File: src/verilog/board_consts.svh
// board constants
// register addresses, stopwatch prescale, LFSR polynomial and key indices
`ifndef BOARD_CONSTS_SVH
`define BOARD_CONSTS_SVH

// memory-mapped register addresses, one word each
`define DIVIDER_ADDRESS     32'hFF20_0100
`define STOPWATCH_ADDRESS   32'hFF20_0510
`define LFSR_ADDRESS        32'hFF20_0514
`define BREAK_ADDR_ADDRESS  32'hFF20_0600
`define BREAK_CTRL_ADDRESS  32'hFF20_0604

// clock cycles per stopwatch count
`define STOPWATCH_PRESCALE  8

// right-shift Galois mask for x^32 + x^22 + x^2 + x + 1
`define LFSR_TAPS           32'h8020_0003
// state after reset, must be nonzero
`define LFSR_SEED           32'hACE1_2345

// positions in the active-low KEY input
`define KEY_MODE            1
`define KEY_STEP            2
`define KEY_RESUME          3

`endif
File: src/verilog/boardPkg.sv
// board package
// bus word, device-select and seven-segment types plus the hex digit table
package boardPkg;

    // one bus or register word
    typedef logic [31:0] wordT;

    // device answering the current address
    typedef enum logic [2:0] {
        devNone,
        devDivider,
        devStopwatch,
        devLfsr,
        devBreakAddr,
        devBreakCtrl
    } devSelT;

    // active-low segments, bit 6 is g and bit 0 is a
    typedef logic [6:0] segT;

    // digit pattern per nibble value
    localparam segT hexSegTable [0:15] = '{
        7'b1000000, 7'b1111001, 7'b0100100, 7'b0110000,
        7'b0011001, 7'b0010010, 7'b0000010, 7'b1111000,
        7'b0000000, 7'b0010000, 7'b0001000, 7'b0000011,
        7'b1000110, 7'b0100001, 7'b0000110, 7'b0001110
    };

endpackage

File: src/verilog/boardTop.sv
// board top level
// hangs the board peripherals on the data bus and drives LEDs and displays
`timescale 1ns/1ns

module boardTop (
    input  logic           iCLK,
    input  logic           rstN,
    input  logic [9:0]     SW,
    input  logic [3:0]     KEY,
    input  boardPkg::wordT pc,
    input  boardPkg::wordT instr,
    input  logic           ebreak,
    input  logic           readEnable,
    input  logic           writeEnable,
    input  boardPkg::wordT address,
    input  boardPkg::wordT writeData,
    input  logic [3:0]     byteEnable,
    output boardPkg::wordT readData,
    output logic           cpuTick,
    output boardPkg::segT  HEX0,
    output boardPkg::segT  HEX1,
    output boardPkg::segT  HEX2,
    output boardPkg::segT  HEX3,
    output boardPkg::segT  HEX4,
    output boardPkg::segT  HEX5,
    output logic [9:0]     LEDR
);
    import boardPkg::*;

    // device readback words
    wordT   dividerWord;
    wordT   stopwatchWord;
    wordT   lfsrWord;
    wordT   breakAddrWord;
    wordT   breakCtrlWord;
    // decoded strobes
    logic   swWrite;
    logic   lfsrWrite;
    logic   lfsrRead;
    logic   breakAddrWrite;
    logic   breakCtrlWrite;
    // stepping state
    logic   halted;
    logic   autoMode;

    // divider switches read back zero-extended
    assign dividerWord = {27'b0, SW[4:0]};

    busDecoder busDecoder_inst (
        .address       (address),
        .readEnable    (readEnable),
        .writeEnable   (writeEnable),
        .dividerWord   (dividerWord),
        .stopwatchWord (stopwatchWord),
        .lfsrWord      (lfsrWord),
        .breakAddrWord (breakAddrWord),
        .breakCtrlWord (breakCtrlWord),
        .readData      (readData),
        .devSel        (),
        .swWrite       (swWrite),
        .lfsrWrite     (lfsrWrite),
        .breakAddrWrite(breakAddrWrite),
        .breakCtrlWrite(breakCtrlWrite),
        .lfsrRead      (lfsrRead)
    );

    clockStepper clockStepper_inst (
        .iCLK    (iCLK),
        .rstN    (rstN),
        .fdiv    (SW[4:0]),
        .key     (KEY),
        .halted  (halted),
        .cpuTick (cpuTick),
        .autoMode(autoMode)
    );

    stopwatch stopwatch_inst (
        .iCLK (iCLK),
        .rstN (rstN),
        .clear(swWrite),
        .count(stopwatchWord)
    );

    // write data doubles as the seed
    lfsrRandom lfsrRandom_inst (
        .iCLK (iCLK),
        .rstN (rstN),
        .load (lfsrWrite),
        .step (lfsrRead),
        .seed (writeData),
        .state(lfsrWord)
    );

    breakUnit breakUnit_inst (
        .iCLK      (iCLK),
        .rstN      (rstN),
        .cpuTick   (cpuTick),
        .pc        (pc),
        .ebreak    (ebreak),
        .key       (KEY),
        .addrWrite (breakAddrWrite),
        .ctrlWrite (breakCtrlWrite),
        .writeData (writeData),
        .byteEnable(byteEnable),
        .breakAddr (breakAddrWord),
        .breakCtrl (breakCtrlWord),
        .halted    (halted)
    );

    hexDisplay hexDisplay_inst (
        .pc    (pc),
        .instr (instr),
        .select(SW[9:8]),
        .hex0  (HEX0),
        .hex1  (HEX1),
        .hex2  (HEX2),
        .hex3  (HEX3),
        .hex4  (HEX4),
        .hex5  (HEX5)
    );

    // tick, halt and mode lamps, the rest stay dark
    assign LEDR = {7'b0, autoMode, halted, cpuTick};

endmodule

File: src/verilog/hexDisplay.sv
// seven-segment display driver
// shows the low six nibbles of the cpu pc or instruction word
`timescale 1ns/1ns

module hexDisplay (
    input  boardPkg::wordT pc,
    input  boardPkg::wordT instr,
    input  logic [1:0]     select,
    output boardPkg::segT  hex0,
    output boardPkg::segT  hex1,
    output boardPkg::segT  hex2,
    output boardPkg::segT  hex3,
    output boardPkg::segT  hex4,
    output boardPkg::segT  hex5
);
    import boardPkg::*;

    wordT shownWord;

    // switch codes as on the board, upper bit is a spare slot
    always_comb begin
        case (select)
            2'b11:   shownWord = instr;
            2'b10:   shownWord = pc;
            2'b01:   shownWord = instr;
            default: shownWord = pc;
        endcase
    end

    // digit 0 is the rightmost, least significant nibble
    always_comb begin
        hex0 = hexSegTable[shownWord[3:0]];
        hex1 = hexSegTable[shownWord[7:4]];
        hex2 = hexSegTable[shownWord[11:8]];
        hex3 = hexSegTable[shownWord[15:12]];
        hex4 = hexSegTable[shownWord[19:16]];
        hex5 = hexSegTable[shownWord[23:20]];
    end

    // top two nibbles have no digit on this board

endmodule

File: src/verilog/breakUnit.sv
// breakpoint unit
// halts stepping on a pc match or an ebreak, resumed by bus write or key
`timescale 1ns/1ns
`include "board_consts.svh"

module breakUnit (
    input  logic           iCLK,
    input  logic           rstN,
    input  logic           cpuTick,
    input  boardPkg::wordT pc,
    input  logic           ebreak,
    input  logic [3:0]     key,
    input  logic           addrWrite,
    input  logic           ctrlWrite,
    input  boardPkg::wordT writeData,
    input  logic [3:0]     byteEnable,
    output boardPkg::wordT breakAddr,
    output boardPkg::wordT breakCtrl,
    output logic           halted
);
    import boardPkg::*;

    logic [1:0] resumeSync;
    logic       resumePrev;
    logic       resumePress;
    logic       breakEnable;
    logic       breakHit;
    logic       resumeReq;

    // resume key sync and falling-edge detect
    always_ff @(posedge iCLK or negedge rstN) begin
        if (!rstN) begin
            resumeSync <= 2'b11;
            resumePrev <= 1'b1;
        end else begin
            resumeSync <= {resumeSync[0], key[`KEY_RESUME]};
            resumePrev <= resumeSync[1];
        end
    end

    assign resumePress = resumePrev && !resumeSync[1];

    // address register honours byte lanes
    always_ff @(posedge iCLK or negedge rstN) begin
        if (!rstN) begin
            breakAddr <= '0;
        end else if (addrWrite) begin
            for (int lane = 0; lane < 4; lane++) begin
                if (byteEnable[lane]) begin
                    breakAddr[lane*8 +: 8] <= writeData[lane*8 +: 8];
                end
            end
        end
    end

    // control takes the whole word, only bit 0 is stored
    always_ff @(posedge iCLK or negedge rstN) begin
        if (!rstN) begin
            breakEnable <= 1'b0;
        end else if (ctrlWrite) begin
            breakEnable <= writeData[0];
        end
    end

    // only ticks are checked, the pc is stale in between
    assign breakHit  = cpuTick && (ebreak || (breakEnable && (pc == breakAddr)));
    // resume bit is a pulse, it never stays set
    assign resumeReq = (ctrlWrite && writeData[1]) || resumePress;

    always_ff @(posedge iCLK or negedge rstN) begin
        if (!rstN) begin
            halted <= 1'b0;
        end else if (breakHit) begin
            halted <= 1'b1;
        end else if (resumeReq) begin
            halted <= 1'b0;
        end
    end

    // bit 1 reads back the halt state
    assign breakCtrl = {30'b0, halted, breakEnable};

endmodule

File: src/verilog/lfsrRandom.sv
// pseudo-random word generator
// 32-bit Galois LFSR, loaded by a bus write and stepped on every read
`timescale 1ns/1ns
`include "board_consts.svh"

module lfsrRandom (
    input  logic           iCLK,
    input  logic           rstN,
    input  logic           load,
    input  logic           step,
    input  boardPkg::wordT seed,
    output boardPkg::wordT state
);
    import boardPkg::*;

    wordT nextState;

    // shift right, fold the taps in when a one falls out
    assign nextState = state[0] ? ((state >> 1) ^ `LFSR_TAPS) : (state >> 1);

    always_ff @(posedge iCLK or negedge rstN) begin
        if (!rstN) begin
            state <= `LFSR_SEED;
        end else if (load) begin
            // zero would lock the register up
            if (seed != '0) begin
                state <= seed;
            end
        end else if (step) begin
            state <= nextState;
        end
    end

endmodule

File: src/verilog/stopwatch.sv
// stopwatch
// elapsed count in units of a fixed prescale, cleared by a bus write
`timescale 1ns/1ns
`include "board_consts.svh"

module stopwatch (
    input  logic           iCLK,
    input  logic           rstN,
    input  logic           clear,
    output boardPkg::wordT count
);
    import boardPkg::*;

    localparam int PreWidth = $clog2(`STOPWATCH_PRESCALE);
    localparam logic [PreWidth-1:0] PreLast = PreWidth'(`STOPWATCH_PRESCALE - 1);

    logic [PreWidth-1:0] prescaleCount;

    // the clear cycle already counts as the first prescale cycle,
    // so the count reaches 1 exactly prescale cycles after the write
    always_ff @(posedge iCLK or negedge rstN) begin
        if (!rstN) begin
            prescaleCount <= '0;
            count         <= '0;
        end else if (clear) begin
            prescaleCount <= PreWidth'(1);
            count         <= '0;
        end else if (prescaleCount == PreLast) begin
            prescaleCount <= '0;
            count         <= count + 32'd1;
        end else begin
            prescaleCount <= prescaleCount + PreWidth'(1);
        end
    end

endmodule

File: src/verilog/clockStepper.sv
// clock stepper
// turns the board clock into cpu step ticks in auto, manual and halt modes
`timescale 1ns/1ns
`include "board_consts.svh"

module clockStepper (
    input  logic       iCLK,
    input  logic       rstN,
    input  logic [4:0] fdiv,
    input  logic [3:0] key,
    input  logic       halted,
    output logic       cpuTick,
    output logic       autoMode
);
    logic [3:0] keySync1;
    logic [3:0] keySync2;
    logic [3:0] keyPrev;
    logic [3:0] keyPress;
    logic [4:0] divCount;
    logic       stepPending;
    logic       autoFire;
    logic       stepFire;

    // two-flop sync, then one more stage for edge detect
    always_ff @(posedge iCLK or negedge rstN) begin
        if (!rstN) begin
            keySync1 <= 4'hF;
            keySync2 <= 4'hF;
            keyPrev  <= 4'hF;
        end else begin
            keySync1 <= key;
            keySync2 <= keySync1;
            keyPrev  <= keySync2;
        end
    end

    // keys are active low, a press is a falling edge
    assign keyPress = keyPrev & ~keySync2;

    // down counter, period is fdiv+1 cycles
    always_ff @(posedge iCLK or negedge rstN) begin
        if (!rstN) begin
            divCount <= '0;
        end else if (divCount == 5'd0) begin
            divCount <= fdiv;
        end else begin
            divCount <= divCount - 5'd1;
        end
    end

    assign autoFire = autoMode && !halted && (divCount == 5'd0);
    // a step waits out a colliding auto tick so it is never swallowed
    assign stepFire = stepPending && !autoFire;
    assign cpuTick  = autoFire || stepFire;

    always_ff @(posedge iCLK or negedge rstN) begin
        if (!rstN) begin
            autoMode    <= 1'b0;
            stepPending <= 1'b0;
        end else begin
            if (keyPress[`KEY_MODE]) begin
                autoMode <= !autoMode;
            end
            // new press wins over the pulse just issued
            if (keyPress[`KEY_STEP]) begin
                stepPending <= 1'b1;
            end else if (stepFire) begin
                stepPending <= 1'b0;
            end
        end
    end

endmodule

File: src/verilog/busDecoder.sv
// bus decoder
// picks the addressed device, qualifies the strobes and returns read data
`timescale 1ns/1ns
`include "board_consts.svh"

module busDecoder (
    input  boardPkg::wordT   address,
    input  logic             readEnable,
    input  logic             writeEnable,
    input  boardPkg::wordT   dividerWord,
    input  boardPkg::wordT   stopwatchWord,
    input  boardPkg::wordT   lfsrWord,
    input  boardPkg::wordT   breakAddrWord,
    input  boardPkg::wordT   breakCtrlWord,
    output boardPkg::wordT   readData,
    output boardPkg::devSelT devSel,
    output logic             swWrite,
    output logic             lfsrWrite,
    output logic             breakAddrWrite,
    output logic             breakCtrlWrite,
    output logic             lfsrRead
);
    import boardPkg::*;

    // full-word compare, anything else is unmapped
    always_comb begin
        devSel = devNone;
        if (address == `DIVIDER_ADDRESS) begin
            devSel = devDivider;
        end else if (address == `STOPWATCH_ADDRESS) begin
            devSel = devStopwatch;
        end else if (address == `LFSR_ADDRESS) begin
            devSel = devLfsr;
        end else if (address == `BREAK_ADDR_ADDRESS) begin
            devSel = devBreakAddr;
        end else if (address == `BREAK_CTRL_ADDRESS) begin
            devSel = devBreakCtrl;
        end
    end

    // divider readback is read-only, so no write strobe for it
    assign swWrite        = writeEnable && (devSel == devStopwatch);
    assign lfsrWrite      = writeEnable && (devSel == devLfsr);
    assign breakAddrWrite = writeEnable && (devSel == devBreakAddr);
    assign breakCtrlWrite = writeEnable && (devSel == devBreakCtrl);
    // reading the lfsr advances it
    assign lfsrRead       = readEnable && (devSel == devLfsr);

    // zero when idle or nobody answers
    always_comb begin
        readData = '0;
        if (readEnable) begin
            case (devSel)
                devDivider:   readData = dividerWord;
                devStopwatch: readData = stopwatchWord;
                devLfsr:      readData = lfsrWord;
                devBreakAddr: readData = breakAddrWord;
                devBreakCtrl: readData = breakCtrlWord;
                default:      readData = '0;
            endcase
        end
    end

endmodule

File: config.mk
export PLATFORM = sky130hd
export DESIGN_NAME = boardTop
export DESIGN_NICKNAME = d
export VERILOG_FILES = /design/src/verilog/boardPkg.sv /design/src/verilog/boardTop.sv /design/src/verilog/hexDisplay.sv /design/src/verilog/breakUnit.sv /design/src/verilog/lfsrRandom.sv /design/src/verilog/stopwatch.sv /design/src/verilog/clockStepper.sv /design/src/verilog/busDecoder.sv
export VERILOG_INCLUDE_DIRS = /design/src /design/src/verilog
export SDC_FILE = /design/constraint.sdc
export NUM_CORES = 1
export LEC_CHECK = 0
export ABC_AREA = 1
export BUFFER_PORTS_ARGS = -buffer_cell sky130_fd_sc_hd__buf_2
export CAP_MARGIN = 20
export CORE_ASPECT_RATIO = 0.7
export CORE_MARGIN = 2
export CORE_UTILIZATION = 38
export CTS_CLUSTER_DIAMETER = 200
export DETAILED_ROUTE_END_ITERATION = 10
export PLACE_DENSITY = 0.71
export SYNTH_ARGS = -nofsm -noshare
export SYNTH_HDL_FRONTEND = slang
export SYNTH_SLANG_ARGS = --single-unit
File: constraint.sdc
create_clock -name iCLK -period 2.6 [get_ports iCLK]
set_clock_uncertainty 0.1 [all_clocks]
set_input_delay 0.26 -clock iCLK [delete_from_list [all_inputs] [get_ports iCLK]]
set_output_delay 0.26 -clock iCLK [all_outputs]
set_load 0.005 [all_outputs]
## Yosys cells after proc, flatten, opt, wreduce, memory -nomap -nowiden

Memory sizes are Yosys's and may differ from the RTL's.
Cells that the tools add are included.

| word-level totals | value |
|---|---|
| word-level logic and storage cells | 120 |
| memories kept | 6 |
| register bits after elaboration | 120 |
| ROM bits | 672 |
| output and inout bits | 85 |
| bits of input ports | 151 |

| cells by class | value |
|---|---|
| add/subtract/negate cells | 3 |
| bitwise logic cells | 9 |
| reductions and logical operators | 31 |
| mux-type cells | 33 |
| $lt $le $gt $ge | 6 |
| eq/ne operators | 15 |

Memories:

| name | words | width | read ports | clocked after Yosys merged registers in | write ports | line | source |
|---|---|---|---|---|---|---|---|
| (name not given) | 16 | 7 | 1 | 0 | 0 | hexDisplay.sv:35 | `hex3 = hexSegTable[shownWord[15:12]];` |
| (name not given) | 16 | 7 | 1 | 0 | 0 | hexDisplay.sv:32 | `hex0 = hexSegTable[shownWord[3:0]];` |
| (name not given) | 16 | 7 | 1 | 0 | 0 | hexDisplay.sv:36 | `hex4 = hexSegTable[shownWord[19:16]];` |
| (name not given) | 16 | 7 | 1 | 0 | 0 | hexDisplay.sv:33 | `hex1 = hexSegTable[shownWord[7:4]];` |
| (name not given) | 16 | 7 | 1 | 0 | 0 | hexDisplay.sv:37 | `hex5 = hexSegTable[shownWord[23:20]];` |
| (name not given) | 16 | 7 | 1 | 0 | 0 | hexDisplay.sv:34 | `hex2 = hexSegTable[shownWord[11:8]];` |

Operator list:

| operator | number |
|---|---|
| 32-bit two-way mux | 7 |
| 32-bit == test, second input constant | 5 |
| 32-bit case mux with 5 select lines | 1 |
| 7-bit two-way mux | 12 |
| 32-bit by 1-bit adder with 32-bit output, second input constant | 1 |
| 32-bit == test | 1 |
| 32-bit nonzero test | 1 |
| 5-bit >= comparator, second input constant | 6 |
| 4-bit NOT with 5-bit output | 6 |
| 24-bit two-way mux | 1 |
| 3-bit two-way mux | 7 |
| 1-bit logical AND | 12 |
| 2-bit AND reduction | 5 |
| 3-bit == test, second input constant | 3 |
| 2-bit nonzero test | 4 |
| 3-bit by 2-bit == test with 1-bit output, second input constant | 2 |
| 5-bit zero test | 1 |
| 5-bit two-way mux | 1 |
| 5-bit by 1-bit subtractor with 5-bit output, second input constant | 1 |
| 1-bit zero test | 4 |
| 1-bit two-way mux | 4 |
| 3-bit NOT with 4-bit output | 1 |
| 3-bit by 1-bit adder with 3-bit output, second input constant | 1 |
| 3-bit AND | 1 |
| 7 further kinds | 9 |

## Logic depth before layout (Yosys ltp)

Gate-level depths: netlist (run 1).

| depth | value |
|---|---|
| depth after elaboration | 12 |
| depth in mapped cells | 13 |
| mapped depth without buffers | 13 |

## Cells and area by module

Synthesis (run 1) repeated with hierarchy kept, for this count alone.

| second synthesis, totals | value |
|---|---|
| cell total of the unflattened synthesis | 1806 |
| area total of the unflattened synthesis | 11023.1 µm² |

Modules (own cells, without submodules):

| module | area each (µm²) | cells an instance | instances | seq. area each (µm²) |
|---|---|---|---|---|
| hexDisplay | 2303.5 | 445 | 1 | 0.0 |
| breakUnit | 2114.5 | 264 | 1 | 929.6 |
| stopwatch | 2103.3 | 288 | 1 | 875.8 |
| busDecoder | 2019.4 | 461 | 1 | 0.0 |
| lfsrRandom | 1875.5 | 281 | 1 | 818.3 |
| clockStepper | 528.0 | 56 | 1 | 332.8 |
| boardTop | 78.8 | 11 | 1 | 0.0 |

## Worst setup path after synthesis (run 1)

OpenSTA, ideal clock, no wires.

| path | value |
|---|---|
| kind | input-to-output |
| start point | in SW[8] |
| end point | out HEX3[2] |
| arrival time | 1.844 ns |
| data required time | 2.240 ns |
| slack | 0.396 ns |
| path buffers | 2 |
| stages | 7 |
| cells stage by stage | buf_2 buf_2 o21ai_0 inv_1 ha_1 or2_2 a21oi_1 |

| between the ends | value |
|---|---|
| word-level cells in the longest chain between the ends | 7 |
| elaborated cells on any way between the ends | 8 |
| those cells by class | eq/ne (2); mux (3); bitwise (1); reduce/logical (1); memory (1) |

RTL lines:

| what | line | source |
|---|---|---|
| start: declaration | boardTop.sv:8 | `input logic [9:0] SW,` |
| 2-bit == test / 2-bit by 1-bit == test with 1-bit output (equally long branches) | hexDisplay.sv:22 | `case (select)` |
| 2-bit OR reduction (no source line) (*) | -- |  |
| 24-bit two-way mux (*) | hexDisplay.sv:22 |  |
| 4-bit NOT with 5-bit output (not written as such) (*) | hexDisplay.sv:35 |  |
| memory 16 x 7 bit (*) | -- |  |
| 7-bit two-way mux (not written as such) (*) (2 in series) | hexDisplay.sv:35 |  |
| end: declaration | boardTop.sv:23 | `output boardPkg::segT HEX3,` |

Mark *: on every way between the ends. The rest lies on a longest branch, timed or not. The select of a mux whose other input is x is not followed.

## Worst setup path in the final report (run 1)

| path | value |
|---|---|
| start point | in address[15] |
| end point | out readData[7] |

| between the ends | value |
|---|---|
| word-level cells in the longest chain between the ends | 9 |
| elaborated cells on any way between the ends | 17 |
| those cells by class | eq/ne (10); mux (7) |

RTL lines:

| what | line | source |
|---|---|---|
| start: declaration | boardTop.sv:15 | `input boardPkg::wordT address,` |
| 32-bit == test (no source line) | -- |  |
| 3-bit two-way mux | busDecoder.sv:36 | `` end else if (address == `BREAK_CTRL_ADDRESS) begin `` |
| 3-bit two-way mux | busDecoder.sv:34 | `` end else if (address == `BREAK_ADDR_ADDRESS) begin `` |
| 3-bit two-way mux | busDecoder.sv:32 | `` end else if (address == `LFSR_ADDRESS) begin `` |
| 3-bit two-way mux | busDecoder.sv:30 | `` end else if (address == `STOPWATCH_ADDRESS) begin `` |
| 3-bit two-way mux (*) | busDecoder.sv:28 | `` if (address == `DIVIDER_ADDRESS) begin `` |
| 3-bit == test (tied with other cells) | busDecoder.sv:53 | `case (devSel)` |
| 32-bit case mux with 5 select lines (*) | busDecoder.sv:53 |  |
| 32-bit two-way mux (*) | busDecoder.sv:52 | `if (readEnable) begin` |
| end: declaration | boardTop.sv:18 | `output boardPkg::wordT readData,` |

Mark *: on every way between the ends. The rest lies on a longest branch, timed or not.

==> qor.yml, run 1 <==
final_layout_size_suffix_gt1_share_pct: 24.0
vias_per_cell: 5.18
cts.sinks: 117
final_common_cell: "nand2_1"
cpMostUsedCell: "nand2_1"
dpl_cell_area_um2: 11200
worstPathMaxFanout: 10
syn_to_final_growth_pct: 23.2
syn_area_um2: 9670
routed_wl_um: 31600
required_ns: 2.24
path_delay_family: "simple AND/OR/NAND/NOR gates"
start_util_pct: 39.0
cts-root-buf: "clkbuf_16"
crit_type: "in2out"
cts_setup_buffers: 0
ys_ff_latch: 117
fp.dieW_um: 195
power_density_nw_per_um2: 451
peakVddDrop_mv: 0.363
tightestPinTransition_ns: 0.657
grt_pass1_wl_um: 50500
path_cells: "buf_2 > nor2_1 > nand2_1 > nor2_1 > nand2_1 > nor2_1 > nand2_2 > clkinv_1 > nand2_1 > nand2_1 > inv_1 > a21oi_1 > buf_2"
cp-start-kind: "input pin"
arrival_ns: 2.06
slew_violations: 0
core_area_um2: 24800
layout_common_cells: "461 x nand2_1, 213 x buf_2, 206 x inv_1, 107 x nor2_1, 94 x dfrtp_1"
overflow: 0
io_pins: 236
multi_input_area_um2: 5550
grt_max_degree: 47
grtUsageTotal_pct: 23.7
final_area_um2: 11900
fin_nets: 1877
htree_num_levels: 4
synth-seq-area-share_pct: 30.6
clk_latency_ns: 0.42
instances_no_fill: 2024
dp_cells: 1985
fp.dieArea_um2: 26700
fin_setup_tns_ns: 0
endpoint_kind: "output pin"
clk_pin_slew_ns: 0.05
die_height_um: 137
cts_buffers: 17
drcViolationCount: 0
synth_cell_types: 50
synth_enable_flop_cells: 0
period_share_pct: 93.1
cts_tree: "yes"
rows: 48
first_pass_iters: 9
dpl.hpwl_um: 25100
antenna_found_initial: 1
ant_nets: 0
period_minus_slack_ns: 2.42
crit_path_top_delay_cell: "clkinv_1"
yosys_warnings: 0
nFillCells: 2472
grt_setup_unrepaired: "no"
crit_buf_inv: 4
hold_viol: 0
wire_per_inst_um: 15.6
max-slew-margin-rel_pct: 56.2
max_freq_mhz: 413
regArea_um2: 2960
antenna_cells: 0
avgSynthCellArea_um2: 6.64
synth_cells: 1456
max_cap_viol_count: 0
port_buffers: 215
vias: 10500
clockBufferDepth: 2
status: "complete, no violations"
gp_congestion: 0.972
grt_pass1_vias: 9708
setup_viol: 0
postSynth.asyncResetShare_pct: 100
p_leak_uw: 0.00610
slowest_delay_ns: 0.26
synth-main-ff-cell: "dfrtp_1"
dr.first_iter.drc_count: 1123
hp-class: "in2reg"
[tightest hold or removal path, stage by stage]
cell and delay (ns):
buf_2 0.09, nand2_1 0.07, o21ai_0 0.08
[cell usage after synthesis (4+ instances only)]
cell type | n | area (um^2)
inv_2 | 20 | 75.1
a21oi_1 | 15 | 75.1
nand3b_1 | 5 | 37.5
nor3_1 | 27 | 135
o21ai_0 | 80 | 400
buf_2 | 20 | 100
nand3_1 | 61 | 305
nor4_1 | 7 | 43.8
inv_1 | 206 | 773
o211ai_1 | 6 | 45.0
ha_1 | 40 | 500
nand4_1 | 52 | 325
buf_6 | 8 | 90.1
or2_2 | 7 | 43.8
o21ai_2 | 33 | 289
buf_4 | 13 | 97.6
clkbuf_1 | 10 | 37.5
o21ai_1 | 50 | 250
nand3_4 | 4 | 70.1
xor2_1 | 24 | 210
dfstp_2 | 23 | 604
nor2_1 | 108 | 405
xnor2_1 | 10 | 87.6
nor3b_1 | 4 | 30.0
dfrtp_1 | 94 | 2350
a21oi_2 | 20 | 175
o22ai_1 | 8 | 50.1
nand2_1 | 461 | 1730
o221ai_1 | 5 | 43.8
[per-stage QoR]
step / power (uW) / hold slack, ns / utilization, % / worst slack (ns)
after floorplan: 2450 / -0.136 / - / 0.396
after global placement: 2820 / 0.219 / 45.2 / 0.174
after detailed placement: 2850 / 0.231 / 45.2 / 0.0921
after CTS: 5380 / 0.0104 / 48.0 / 0.0948
after global routing: 5580 / 0.0399 / 48.0 / 0.0129
final: 5370 / 0.0205 / 48.0 / 0.179
[path summary, 6_finish.rpt]
kind	startpoint	endpoint	slack (ns)	cells past startpoint
hold reg to reg	clockStepper_inst.keySync1[2]$_DFF_PN1_	clockStepper_inst.keySync2[2]$_DFF_PN1_	0.25	0
setup / recovery	address[15]	readData[7]	0.18	13
hold / removal	SW[3]	clockStepper_inst.divCount[3]$_DFF_PN0_	0.02	3
setup reg to reg	stopwatch_inst.count[1]$_DFFE_PN0P_	stopwatch_inst.count[22]$_DFFE_PN0P_	0.55	8
min in group asynchronous	rstN	breakUnit_inst.breakAddr[27]$_DFFE_PN0P_	0.30	2
max in group asynchronous	rstN	lfsrRandom_inst.state[0]$_DFFE_PN1P_	1.38	3
[kinds of logic (layout without fill, tap and decap cells)]
kind of cell,count (synthesis),in the layout,synth area share (%)
flops,117,117,30.6
simple gates,754,754,34.0
xor+xnor,34,34,3.08
other cells,1,7,0.0388
fa+ha+maj,40,40,5.18
compound gates,228,228,14.7
buf+inv,282,519,12.3
[flip-flops by register name, indices dropped and copies added, names as in the netlist]
signal,count
clockStepper_inst.autoMode,1
breakUnit_inst.resumeSync,2
stopwatch_inst.prescaleCount,3
clockStepper_inst.keyPrev,2
lfsrRandom_inst.state,32
breakUnit_inst.breakEnable,1
clockStepper_inst.keySync1,2
clockStepper_inst.divCount,5
breakUnit_inst.halted,1
stopwatch_inst.count,32
breakUnit_inst.resumePrev,1
clockStepper_inst.keySync2,2
breakUnit_inst.breakAddr,32
clockStepper_inst.stepPending,1
[per-layer routing]
layer | GRT usage (%) | routed length, um
met5 | 0 | 13
met4 | 4.57 | 342
met3 | 3.67 | 3130
met2 | 36.2 | 13200
met1 | 35.4 | 14900
[repair_timing]
action | CTS | global route
setup endpoints to repair | 0 | 16
endpoints found under the hold margin | 41 | 0
hold buffers | 7 | 0
resized for setup | 0 | 6
[report_power, final]
part	total (uW)	internal, uW	switching (uW)
combinational	895	367	528
sequential	1940	1890	50.7
clock	2540	1620	916
[cell type report]
type	instances	share of cell area, %
timing repair buffer	258	12.8
tap	325	3.41
multi-input combinational	1063	46.5
inverter	229	7.22
sequential	117	24.8
clock inverter	14	1.54
clock buffer	18	3.69
(Power assumes the default switching activity.)
==> run 2, diff against run 1 <==
--- a/config.mk
+++ b/config.mk
@@ -7,14 +7,15 @@
 export NUM_CORES = 1
 export LEC_CHECK = 0
 export ABC_AREA = 1
+export ABC_CLOCK_PERIOD_IN_PS = 2600
 export BUFFER_PORTS_ARGS = -buffer_cell sky130_fd_sc_hd__buf_2
 export CAP_MARGIN = 20
 export CORE_ASPECT_RATIO = 0.7
 export CORE_MARGIN = 2
-export CORE_UTILIZATION = 38
+export CORE_UTILIZATION = 55
 export CTS_CLUSTER_DIAMETER = 200
 export DETAILED_ROUTE_END_ITERATION = 10
-export PLACE_DENSITY = 0.71
+export PLACE_DENSITY = 0.93
 export SYNTH_ARGS = -nofsm -noshare
 export SYNTH_HDL_FRONTEND = slang
 export SYNTH_SLANG_ARGS = --single-unit
==> qor.yml, run 2 (synthesis gave the netlist of run 1 again) <==
clock_power_share_pct: 45.6
fin_util_pct: 67.9
p_comb_share_pct: 17.1
path_cells: "buf_2 > nor2_1 > nand2_1 > nor2_1 > nand2_1 > nor2_1 > nand2_2 > buf_4 > o21ai_0 > inv_1 > a21oi_2 > buf_2"
use_met2_pct: 52.7
max_cap_viol_count: 0
use_met1_pct: 45.7
tightestPinTransition_ns: 0.708
multi_input_area_um2: 5560
cts.sinks: 117
final_layout_size_suffix_gt1_share_pct: 23.7
max-slew-margin-rel_pct: 52.6
vias_per_cell: 5.68
met3_usage_pct: 9.56
fin_setup_tns_ns: 0
dpl_cell_area_um2: 11000
syn_to_final_growth_pct: 20.6
antenna_found_initial: 0
slowest_delay_ns: 0.31
period_share_pct: 95.4
crit_path_top_delay_cell: "o21ai_0"
busiest_layer: "met2"
slew_violations: 0
die_height_um: 115
report.power.total_uw: 5200
power_density_nw_per_um2: 446
clk_latency_ns: 0.42
vias: 10900
required_ns: 2.24
grtUsageTotal_pct: 34.0
start_util_pct: 56.3
final_area_um2: 11700
clk_pin_slew_ns: 0.05
grt_pass1_wl_um: 50200
port_buffers: 215
cts_tree: "yes"
rows: 40
cts_setup_buffers: 0
cts-root-buf: "clkbuf_16"
regArea_um2: 2960
first_pass_iters: 6
max_freq_mhz: 403
status: "complete, no violations"
setup_viol: 0
drcViolationCount: 0
crit_type: "in2out"
arrival_ns: 2.12
seqPwrFrac_pct: 37.3
dr.first_iter.drc_count: 1494
routed_wl_um: 31600
fp.dieArea_um2: 18700
internal-power_uw: 3740
hold_viol: 0
gp_congestion: 0.997
period_minus_slack_ns: 2.48
nFillCells: 1378
power.switching_uw: 1460
cts_buffers: 17
core_area_um2: 17200
largestRegisters: "breakUnit_inst.breakAddr (32), lfsrRandom_inst.state (32), stopwatch_inst.count (32)"
fp.dieW_um: 162
ant_nets: 0
io_pins: 236
layout_common_cells: "461 x nand2_1, 214 x buf_2, 206 x inv_1, 106 x nor2_1, 94 x dfrtp_1"
endpoint_kind: "output pin"
antenna_cells: 0
sw_frac_of_total_pct: 28.0
htree_num_levels: 4
overflow: 0
cpMostUsedCell: "nor2_1"
fin_nets: 1870
wire_per_inst_um: 16.4
peakVddDrop_mv: 0.435
worstPathMaxFanout: 19
grt_pass1_vias: 10100
dpl.hpwl_um: 24100
p_leak_uw: 0.00602
cp-start-kind: "input pin"
hp-class: "in2reg"
grt_max_degree: 50
final_common_cell: "nand2_1"
grt_setup_unrepaired: "no"
clockBufferDepth: 2
==> run 2: cell types whose count changed in the layout (fill, tap and decap cells not counted), sizes merged <==
cell,previous run,this run
clkinv,9,6
clkbuf,19,22
clkinvlp,4,5
dlygate4sd3,7,5
bufinv,4,2
buf,250,246
==> run 2: layout make-up <==
cell class / count / area share (%)
multi-input combinational: 1063 / 47.7
sequential: 117 / 25.4
timing repair buffer: 251 / 12.0
inverter: 229 / 7.37
clock buffer: 22 / 4.07
tap: 231 / 2.48
clock inverter: 10 / 1.06
==> run 2: critical path, delay by kind of cell <==
kind	cells	cell delay, ns
and+or+nand+nor	6	0.81
AOI/OAI and AO/OA	2	0.45
buffers and inverters	4	0.58
==> run 2: worst paths after layout <==
path,start,endpoint,slack (ns),depth (start not counted)
worst max-delay path,address[15],readData[11],0.12,12
worst min-delay path,SW[4],clockStepper_inst.divCount[4]$_DFF_PN0_,0.01,3
worst max register to register,stopwatch_inst.count[1]$_DFFE_PN0P_,stopwatch_inst.count[16]$_DFFE_PN0P_,0.50,8
worst min register to register,clockStepper_inst.keySync1[1]$_DFF_PN1_,clockStepper_inst.keySync2[1]$_DFF_PN1_,0.26,0
max in group asynchronous,rstN,lfsrRandom_inst.state[9]$_DFFE_PN1P_,1.28,3
min in group asynchronous,rstN,breakUnit_inst.breakAddr[26]$_DFFE_PN0P_,0.26,2
==> run 2: stage by stage <==
stage                     hold slack, ns  setup slack (ns)  instances
after floorplan                   -0.136             0.396       1462
after global placement             0.166             0.194       1886
after CTS                        0.00615            0.0531       1923
after global routing             0.00315            0.0144       1923
final                             0.0112             0.120       1923
after detailed placement           0.168            0.0566       1886
==> run 2: layer usage <==
layer | share of wire (%) | wire, um
met2 | 43 | 13700
met1 | 40 | 12800
met4 | 3.4 | 1070
met3 | 13 | 4080
met5 | 0 | 0
==> run 2: power by group through the flow <==
stage | combinational (uW) | clock [uW] | sequential [uW]
detailed placement | 868 | 0 | 1970
global route | 994 | 2460 | 1950
floorplan | 495 | 0 | 1950
global placement | 840 | 0 | 1960
CTS | 877 | 2360 | 1940
finish | 889 | 2370 | 1940
==> run 2: timing repair <==
action | CTS | global route
hold endpoints to repair | 30 | 0
resized for setup | 0 | 5
setup endpoints to repair | 0 | 22
hold buffers | 5 | 0
